[config.mk]
export PLATFORM = sky130hd
export DESIGN_NAME = cache_ctrl
export DESIGN_NICKNAME = d
export VERILOG_FILES = /design/src/source/cache_pkg.sv /design/src/source/cache_ctrl.sv
export SDC_FILE = /design/constraint.sdc
export NUM_CORES = 1
export LEC_CHECK = 0
export BUFFER_PORTS_ARGS = -buffer_cell sky130_fd_sc_hd__buf_2
export CAP_MARGIN = 20
export CORE_AREA = 2 2 500 502
export DETAILED_ROUTE_END_ITERATION = 16
export DIE_AREA = 0 0 502 504
export PLACE_DENSITY = 0.3
export SETUP_SLACK_MARGIN = 0.2
export SYNTH_ARGS = -nofsm -noshare
export SYNTH_HDL_FRONTEND = slang
export SYNTH_SLANG_ARGS = --single-unit
[constraint.sdc]
create_clock -name i_clk -period 8.77 [get_ports i_clk]
set_clock_uncertainty 0.1 [all_clocks]
set_input_delay 0.877 -clock i_clk [delete_from_list [all_inputs] [get_ports i_clk]]
set_output_delay 0.877 -clock i_clk [all_outputs]
set_load 0.02 [all_outputs]
[src/source/cache_pkg.sv]
// cache package: geometry constants, vector types and controller states
package cache_pkg;

  // ------------------------------------------------------------
  // geometry, fixed by the 64x128 sram macro
  // ------------------------------------------------------------
  localparam int NUM_WAYS       = 4;   // associativity
  localparam int NUM_SETS       = 64;  // sets per way
  localparam int LINE_BYTES     = 16;  // bytes per line
  localparam int WORDS_PER_LINE = 4;   // 32-bit words per line

  localparam logic [7:0] LFSR_SEED = 8'hb5; // must be nonzero

  // ------------------------------------------------------------
  // vector types
  // ------------------------------------------------------------
  typedef logic [21:0]  tag_t;    // addr[31:10]
  typedef logic [5:0]   index_t;  // addr[9:4]
  typedef logic [3:0]   offset_t; // addr[3:0]
  typedef logic [31:0]  word_t;
  typedef logic [3:0]   strb_t;
  typedef logic [127:0] line_t;
  typedef logic [3:0]   way_oh_t; // one bit per way
  typedef logic [31:0]  addr_t;

  // controller states
  typedef enum logic [2:0] {
    ST_IDLE    = 3'd0, // waiting for a request
    ST_LOOKUP  = 3'd1, // tag compare, sram read
    ST_HIT     = 3'd2, // return word or merge store
    ST_WB      = 3'd3, // dirty victim to memory
    ST_RD_REQ  = 3'd4, // line read request
    ST_REFILL  = 3'd5, // collect return beats
    ST_REPLAY  = 3'd6  // install line and tag
  } ctrl_state_t;

endpackage

[src/source/cache_ctrl.sv]
// cache controller FSM: lookup, hit merge, victim choice, write-back, refill, replay
module cache_ctrl (
  input  logic                                       i_clk,
  input  logic                                       i_rst,
  // cpu side
  input  logic                                       i_valid,
  input  logic                                       i_op,       // 1: write
  input  cache_pkg::index_t                          i_index,
  input  cache_pkg::tag_t                            i_tag,
  input  cache_pkg::offset_t                         i_offset,
  input  cache_pkg::strb_t                           i_wstrb,
  input  cache_pkg::word_t                           i_wdata,
  output logic                                       o_addr_ok,
  output logic                                       o_data_ok,
  output cache_pkg::word_t                           o_rdata,
  // bus side
  output logic                                       o_rd_req,
  output cache_pkg::addr_t                           o_rd_addr,
  input  logic                                       i_rd_rdy,
  input  logic                                       i_ret_valid,
  input  logic                                       i_ret_last,
  input  cache_pkg::word_t                           i_ret_data,
  output logic                                       o_wr_req,
  output cache_pkg::addr_t                           o_wr_addr,
  output cache_pkg::line_t                           o_wr_data,
  input  logic                                       i_wr_rdy,
  // data srams
  output cache_pkg::way_oh_t                         o_sram_cen,  // active low
  output logic                                       o_sram_wen,  // active low
  output cache_pkg::line_t                           o_sram_bwen, // active low
  output cache_pkg::index_t                          o_sram_addr,
  output cache_pkg::line_t                           o_sram_d,
  input  cache_pkg::line_t [cache_pkg::NUM_WAYS-1:0] i_sram_q,
  // tag array
  output cache_pkg::index_t                          o_tag_index,
  output cache_pkg::tag_t                            o_tag_tag,
  output logic                                       o_tag_we,
  output cache_pkg::way_oh_t                         o_tag_we_way,
  output cache_pkg::tag_t                            o_tag_we_tag,
  output logic                                       o_tag_we_dirty,
  input  cache_pkg::way_oh_t                         i_hit_way,
  input  cache_pkg::tag_t [cache_pkg::NUM_WAYS-1:0]  i_way_tag,
  input  cache_pkg::way_oh_t                         i_way_valid,
  input  cache_pkg::way_oh_t                         i_way_dirty
);

  import cache_pkg::*;

  localparam int OFS_W  = $clog2(LINE_BYTES);
  localparam int BEAT_W = $clog2(WORDS_PER_LINE);

  ctrl_state_t state, state_nxt;

  // request registers
  logic    r_op;
  index_t  r_index;
  tag_t    r_tag;
  offset_t r_offset;
  strb_t   r_wstrb;
  word_t   r_wdata;

  way_oh_t           r_way;   // hit way or victim
  line_t             r_line;  // refill buffer
  logic [BEAT_W-1:0] r_beat;
  logic [7:0]        lfsr;
  logic              r_done;

  way_oh_t victim;
  logic    victim_dirty;
  line_t   way_line;          // line of r_way from sram q
  tag_t    way_tag;
  line_t   st_mask;           // bits touched by the store
  line_t   merged;

  // ------------------------------------------------------------
  // byte strobes to a line-wide bit mask
  // ------------------------------------------------------------
  function automatic line_t store_mask(input offset_t off, input strb_t strb);
    line_t mask;
    mask = '0;
    for (int b = 0; b < 4; b++) begin
      if (strb[b]) mask[off[3:2]*32 + b*8 +: 8] = 8'hff;
    end
    return mask;
  endfunction

  assign st_mask = store_mask(r_offset, r_wstrb);
  assign merged  = r_op ? ((r_line & ~st_mask) | ({WORDS_PER_LINE{r_wdata}} & st_mask))
                        : r_line;

  // select line and tag of r_way
  always_comb begin
    way_line = '0;
    way_tag  = '0;
    for (int w = 0; w < NUM_WAYS; w++) begin
      if (r_way[w]) begin
        way_line = way_line | i_sram_q[w];
        way_tag  = way_tag | i_way_tag[w];
      end
    end
  end

  // invalid way first, otherwise random
  always_comb begin
    victim = '0;
    victim[lfsr[1:0]] = 1'b1;
    for (int w = NUM_WAYS-1; w >= 0; w--) begin
      if (!i_way_valid[w]) begin
        victim    = '0;
        victim[w] = 1'b1;
      end
    end
    victim_dirty = |(victim & i_way_valid & i_way_dirty);
  end

  // ------------------------------------------------------------
  // state machine
  // ------------------------------------------------------------
  always_comb begin
    state_nxt = state;
    unique case (state)
      ST_IDLE:   if (i_valid) state_nxt = ST_LOOKUP;
      ST_LOOKUP: begin
        if (|i_hit_way)        state_nxt = ST_HIT;
        else if (victim_dirty) state_nxt = ST_WB;
        else                   state_nxt = ST_RD_REQ;
      end
      ST_HIT:    state_nxt = ST_IDLE;
      ST_WB:     if (i_wr_rdy) state_nxt = ST_RD_REQ;
      ST_RD_REQ: if (i_rd_rdy) state_nxt = ST_REFILL;
      ST_REFILL: if (i_ret_valid && i_ret_last) state_nxt = ST_REPLAY;
      ST_REPLAY: state_nxt = ST_IDLE;
      default:   state_nxt = ST_IDLE;
    endcase
  end

  always_ff @(posedge i_clk) begin
    if (i_rst) begin
      state  <= ST_IDLE;
      lfsr   <= LFSR_SEED;
      r_done <= 1'b0;
      r_beat <= '0;
    end else begin
      state  <= state_nxt;
      lfsr   <= {lfsr[6:0], lfsr[7] ^ lfsr[5] ^ lfsr[4] ^ lfsr[3]}; // free running
      r_done <= (state == ST_REPLAY);
      if (state == ST_RD_REQ) r_beat <= '0;
      else if (state == ST_REFILL && i_ret_valid) r_beat <= r_beat + 1'b1;
    end
  end

  // payload, no reset
  always_ff @(posedge i_clk) begin
    if (o_addr_ok) begin
      r_op     <= i_op;
      r_index  <= i_index;
      r_tag    <= i_tag;
      r_offset <= i_offset;
      r_wstrb  <= i_wstrb;
      r_wdata  <= i_wdata;
    end
    if (state == ST_LOOKUP) r_way <= (|i_hit_way) ? i_hit_way : victim;
    if (state == ST_REFILL && i_ret_valid) r_line[r_beat*32 +: 32] <= i_ret_data;
    if (state == ST_REPLAY) r_line <= merged; // miss read data source
  end

  // ------------------------------------------------------------
  // outputs
  // ------------------------------------------------------------
  assign o_addr_ok = (state == ST_IDLE) && i_valid;
  assign o_data_ok = (state == ST_HIT) || r_done;
  assign o_rdata   = (state == ST_HIT) ? way_line[r_offset[3:2]*32 +: 32]
                                       : r_line[r_offset[3:2]*32 +: 32];

  assign o_rd_req  = (state == ST_RD_REQ);
  assign o_rd_addr = {r_tag, r_index, {OFS_W{1'b0}}};
  assign o_wr_req  = (state == ST_WB);
  assign o_wr_addr = {way_tag, r_index, {OFS_W{1'b0}}};
  assign o_wr_data = way_line;                // victim line read in lookup

  always_comb begin
    o_sram_cen  = '1;
    o_sram_wen  = 1'b1;
    o_sram_bwen = '1;
    o_sram_d    = merged;
    if (state == ST_LOOKUP) begin
      o_sram_cen = '0;                        // read all ways
    end else if (state == ST_HIT && r_op) begin
      o_sram_cen  = ~r_way;
      o_sram_wen  = 1'b0;
      o_sram_bwen = ~st_mask;
      o_sram_d    = {WORDS_PER_LINE{r_wdata}};
    end else if (state == ST_REPLAY) begin
      o_sram_cen  = ~r_way;
      o_sram_wen  = 1'b0;
      o_sram_bwen = '0;                       // whole line
    end
  end
  assign o_sram_addr = r_index;

  assign o_tag_index    = r_index;
  assign o_tag_tag      = r_tag;
  assign o_tag_we       = (state == ST_HIT && r_op) || (state == ST_REPLAY);
  assign o_tag_we_way   = r_way;
  assign o_tag_we_tag   = r_tag;
  assign o_tag_we_dirty = r_op;

  // ------------------------------------------------------------
  // protocol checks
  // ------------------------------------------------------------
  rd_wr_excl_a : assert property (
    @(posedge i_clk) disable iff (i_rst) !(o_rd_req && o_wr_req)
  ) else $error("cache_ctrl: read and write request together");

  ret_in_refill_a : assert property (
    @(posedge i_clk) disable iff (i_rst) i_ret_valid |-> (state == ST_REFILL)
  ) else $error("cache_ctrl: return beat outside refill");

  // no new request until the current one completes
  addr_ok_idle_a : assert property (
    @(posedge i_clk) disable iff (i_rst)
      o_addr_ok |=> !o_addr_ok until o_data_ok
  ) else $error("cache_ctrl: request accepted while one is in flight");

endmodule

==> qor.csv, run 1 <==
metric,value,unit
Final TNS setup,0,ns
I/O Buffers,1260,
simple-gate share of the synthesized area,11.9,%
relative slew slack,12.6,%
WP data required,7.79,ns
setup violators final,0,
post-CTS sizing,0,
pwr dens,141,nW/um2
Placed Cells,6285,
Die Span Y,504,um
unrepaired setup endpoints after global routing,no,
Final Hold Fails,0,
type of destination of the critical path,output pin,
number of global-route vias before repair,21300,
Syn-to-layout area delta,58.3,%
Crit Path Class,flip-flop to output pin,
post-synthesis mux area share,19.3,%
first-pass GRT wire length,249,mm
"EDFF count, synth",199,
DPL Wire Length,171,mm
routed vias,21500,
Top delay family on crit path,simple AND/OR/NAND/NOR gates,
die area,253000,um2
Post-CTS Hold Buffers,0,
max cap viols,0,
"Seq/Total Area, Yosys",34.9,%
adder-cell share of the synthesized area,0.280,%
GRT Overall Usage,15.4,%
fillers,28800,
routed len/inst,31.9,um
buffers and inverters on the worst path,2,
antenna violations before repair,70,
Synth warnings,0,
Yosys reg bits,213,
final non-filler cell total,6376,
xor-xnor portion of the synthesized cell area,0.147,%
CP arrival,4.61,ns
CTS tree,built,
Leakage,12.0,nW
"Clk pin slew, worst setup/hold paths",0.05,ns
later-pin clock latency in the skew report,0.60,ns
Syn Inst Count,1948,
Worst VDD drop,0.108,mV
Finished Cell Area,28300,um2
final slew viol count,0,
Synth Flop Type,edfxtp_1,
critical path cell sequence,nor3b_4 > nand2_2 > buf_4 > nor3b_2 > a21oi_1 > buf_2,
num ports,1271,
initial core utilization,7.23,%
Core Area,248000,um2
Die Wd,502,um
GRT overflow,0,
Placement Cell Area,27100,um2
CTS sink cnt,213,
GP Congestion,0.825,
Startpoint Class,flip-flop,
drt first pass iters,5,
main combinational cell family by area after synthesis,compound AO/OA/AOI/OAI gates,
minimum clock period after layout,5.58,ns
compound-cell area share of the yosys netlist,22.1,%
final worst slack,3.19,ns
final wirelength,203,mm
worst-path fanout max,13,
synth unique cells,53,
CP max-delay cell,nor3b_2,
worst-case clock buffer depth,3,
min-delay worst type,flip-flop to flip-flop,
Critical Path Max Stage Delay,1.03,ns
outcome,finished clean,
root buf cell,clkbuf_16,
final period utilization,63.7,%
Syn Std Cell Area,17900,um2
H-tree Lvls,2,
setup bufs post-CTS,0,
residual DRC count,0,
Post-synth ARST share,0,%
pre-CTS WS,3.82,ns
f_max,0.179,GHz
Vias/cell,3.36,
Multi-input gate area,9770,um2
# nets final,3718,
Final Util,11.5,%
"Avg Cell Area, Syn",9.19,um2
CTS Buf Count,37,
fraction of layout cells with a size suffix above 1,52.7,%
Reg area,6260,um2
DR iter-0 viols,1511,
Rows,183,
worst-margin pin slew,1.31,ns
largest net degree at the start of global routing,151,
DRT antenna net count,0,
==> where the power goes <==
part | internal [W] | total [W] | switching, W
clock | 0.000925 | 0.00155 | 0.000622
combinational | 0.000373 | 0.00123 | 0.000857
sequential | 0.00114 | 0.00121 | 0.0000679
==> per-layer routing <==
metal	global-route usage, %	up-vias	part of all wire, %
met5	0	-	0.045
met4	4.10	14	2.8
met3	5.05	171	8.9
met2	25.8	1255	47
met1	18.6	10700	41
li1	-	9326	-
==> metrics by stage <==
step	power, W	hold slack [ns]
floorplan	0.00173	0.289
global placement	0.00251	0.298
detailed placement	0.00251	0.296
CTS	0.00410	0.258
global route	0.00416	0.283
finish	0.00399	0.306
==> cells in the final DEF, fill, tap and decap left out, drive strengths merged, types with 6 or more instances in the layout <==
| cell type | instances |
|---|---|
| mux2i | 129 |
| clkinv | 8 |
| mux2 | 128 |
| buf | 1332 |
| nand2 | 315 |
| a21oi | 25 |
| a22oi | 302 |
| nand2b | 6 |
| inv | 6 |
| o21ai | 136 |
| diode | 28 |
| and2 | 7 |
| nor2 | 136 |
| clkbuf | 50 |
| conb | 8 |
| a31oi | 127 |
| mux4 | 32 |
| dfxtp | 14 |
| edfxtp | 199 |
| or2 | 6 |
==> kinds of logic after synthesis <==
group,after synthesis
adder cells (fa/ha/maj),4
flip-flops,213
AND/OR/NAND/NOR,501
AO/OA/AOI/OAI,600
other,1
buffers and inverters,337
XOR/XNOR,3
multiplexers,289
==> layout make-up <==
class                   count  area share, %
diodes                     28          0.247
clock buffers              50           3.59
clock inverters            13          0.596
inverters                   5         0.0662
multi-input cells        1405           34.5
flip-flops and latches    213           22.1
well taps                3330           14.7
repair buffers           1332           24.3
==> registers in the layout, indices dropped and copies added, names as in the netlist <==
signal	cells
o_tag_we_way	4
o_tag_we_dirty	1
o_sram_addr	6
r_done	1
r_offset	2
o_tag_tag	22
r_wdata	32
r_line	128
state	3
r_wstrb	4
lfsr	8
r_beat	2
==> cell usage after synthesis, drive strengths merged (2+ instances only) <==
master / n / area share, %
xor2: 2 / 0.098
nand2: 315 / 6.9
mux4: 32 / 4.0
nor4b: 2 / 0.13
dfxtp: 14 / 1.6
and2: 7 / 0.24
a31oi: 127 / 4.4
or3b: 2 / 0.098
ha: 4 / 0.28
nor4: 4 / 0.24
a31o: 2 / 0.098
nand3: 2 / 0.056
nor2: 136 / 2.9
nand2b: 6 / 0.21
nor3b: 4 / 0.23
clkbuf: 82 / 1.7
nor2b: 3 / 0.10
mux2: 128 / 8.0
and3: 4 / 0.14
a311oi: 2 / 0.098
a21oi: 25 / 0.70
edfxtp: 199 / 33
o21ai: 136 / 3.8
a22oi: 302 / 13
inv: 5 / 0.10
buf: 250 / 9.5
or2: 6 / 0.21
mux2i: 129 / 7.2
and3b: 4 / 0.20
==> final timing paths <==
kind | start | to | slack, ns | depth (start not counted)
setup / recovery | state[1] | o_sram_bwen[88] | 3.19 | 6
hold / removal | lfsr[6] | lfsr[7] | 0.31 | 1
setup reg to reg | state[0] | r_line[14] | 5.28 | 6
hold reg to reg | lfsr[6] | lfsr[7] | 0.31 | 1
Power figures use the tool's default switching activity.
==> inputs of run 2 (changes only) <==
==> constraint.sdc (replaced) <==
create_clock -name i_clk -period 4.7 [get_ports i_clk]
set_clock_uncertainty 0.1 [all_clocks]
set_input_delay 0.47 -clock i_clk [delete_from_list [all_inputs] [get_ports i_clk]]
set_output_delay 0.47 -clock i_clk [all_outputs]
set_load 0.02 [all_outputs]
==> qor.csv, run 2 (synthesis gave the netlist of run 1 again) <==
metric,value,unit
outcome,finished clean,
routed vias,22000,
Startpoint Class,flip-flop,
Vias/cell,3.39,
unrepaired setup endpoints after global routing,no,
worst-case clock buffer depth,3,
WP data required,4.13,ns
# nets final,3835,
"Most flops, register",r_line,
Syn-to-layout area delta,65.3,%
min-delay worst type,primary input to flip-flop,
"most common cell after layout, fill and taps aside",buf_2,
f_max,0.229,GHz
Critical Path Max Stage Delay,0.84,ns
setup violators final,0,
H-tree Lvls,2,
Top delay family on crit path,simple AND/OR/NAND/NOR gates,
Leakage,12.6,nW
initial core utilization,7.23,%
antenna violations before repair,61,
later-pin clock latency in the skew report,0.63,ns
minimum clock period after layout,4.36,ns
fraction of layout cells with a size suffix above 1,52.3,%
die area,253000,um2
final worst slack,0.343,ns
number of global-route vias before repair,22100,
DRT antenna net count,0,
GRT Overall Usage,15.5,%
DPL Wire Length,175,mm
Final Hold Fails,0,
buffers and inverters on the worst path,3,
CTS Buf Count,37,
Crit Path Class,flip-flop to output pin,
Worst VDD drop,0.206,mV
Rows,183,
worst-margin pin slew,1.13,ns
num ports,1271,
CP arrival,3.79,ns
Die Wd,502,um
relative slew slack,24.6,%
setup bufs post-CTS,0,
CTS tree,built,
I/O Buffers,1260,
drt first pass iters,5,
GP Congestion,0.832,
residual DRC count,0,
GRT overflow,0,
CP max-delay cell,nor2_2,
Die Span Y,504,um
largest net degree at the start of global routing,74,
worst-path fanout max,57,
Core Area,248000,um2
max cap viols,0,
critical path cell sequence,nor3b_4 > buf_12 > and2_1 > buf_4 > nor2_2 > mux2_2 > buf_2,
max reg flops,128,
final wirelength,206,mm
R2R Setup Slk,1.88,ns
final slew viol count,0,
final period utilization,92.7,%
"Clk pin slew, worst setup/hold paths",0.05,ns
first-pass GRT wire length,253,mm
DR iter-0 viols,1681,
Final TNS setup,0,ns
pre-CTS WS,0.790,ns
root buf cell,clkbuf_16,
most frequent cells in the layout,"buf_2 (1260), a22oi_1 (299), nand2_1 (296)",
pwr dens,259,nW/um2
type of destination of the critical path,output pin,
total power,0.00766,W
routed len/inst,31.6,um
CTS sink cnt,213,
-- run 2: final timing paths --
check / from / to / depth (start not counted)
max: state[0] / o_sram_d[10] / 7
min: i_wr_rdy / state[2] / 3
max reg2reg: state[0] / r_line[7] / 4
min reg2reg: lfsr[6] / lfsr[7] / 1
-- run 2: through the flow --
step	hold slack, ns	instances	area (um2)	util (%)
floorplan	0.289	1955	17900	-
global placement	0.297	6329	27600	11.1
detailed placement	0.297	6329	27600	11.1
CTS	0.00422	6469	29500	11.9
global route	0.0608	6480	29600	11.9
finish	0.0798	6498	29600	12.0
-- run 2: area by class of cell --
class / instances / area, um2
sequential: 213 / 6260
multi-input combinational: 1405 / 9780
fill: 28700 / 218000
tap: 3330 / 4170
timing repair buffer: 1449 / 8080
clock inverter: 22 / 243
clock buffer: 46 / 981
inverter: 5 / 18.8
antenna: 28 / 70.1
-- run 2: where the power goes --
group / switching (W) / leakage [nW] / total [W] / internal [W]
logic: 0.00160 / 9.86 / 0.00237 / 0.000769
registers: 0.000137 / 2.17 / 0.00227 / 0.00213
clock network: 0.00131 / 0.581 / 0.00302 / 0.00171
-- run 2: what timing repair did --
item / CTS / global route
hold buffers: 72 / 0
gates resized for setup: 2 / 1
endpoints found under the setup margin: 22 / 1
endpoints found under the hold margin: 72 / 0
-- run 2: worst register-to-register path, cell delays in order, from the launching register on --
cell,delay (ns)
dfxtp_1,0.69
nand2b_1,0.45
or2_4,0.51
buf_4,0.53
o21ai_0,0.25
-- run 2: metal layers --
layer / GRT usage [%] / up-vias / routed length [um]
li1: - / 9576 / -
met1: 18.8 / 11100 / 85300
met2: 26.5 / 1197 / 97500
met3: 4.66 / 177 / 17100
met4: 3.89 / 6 / 5680
met5: 0 / - / 41
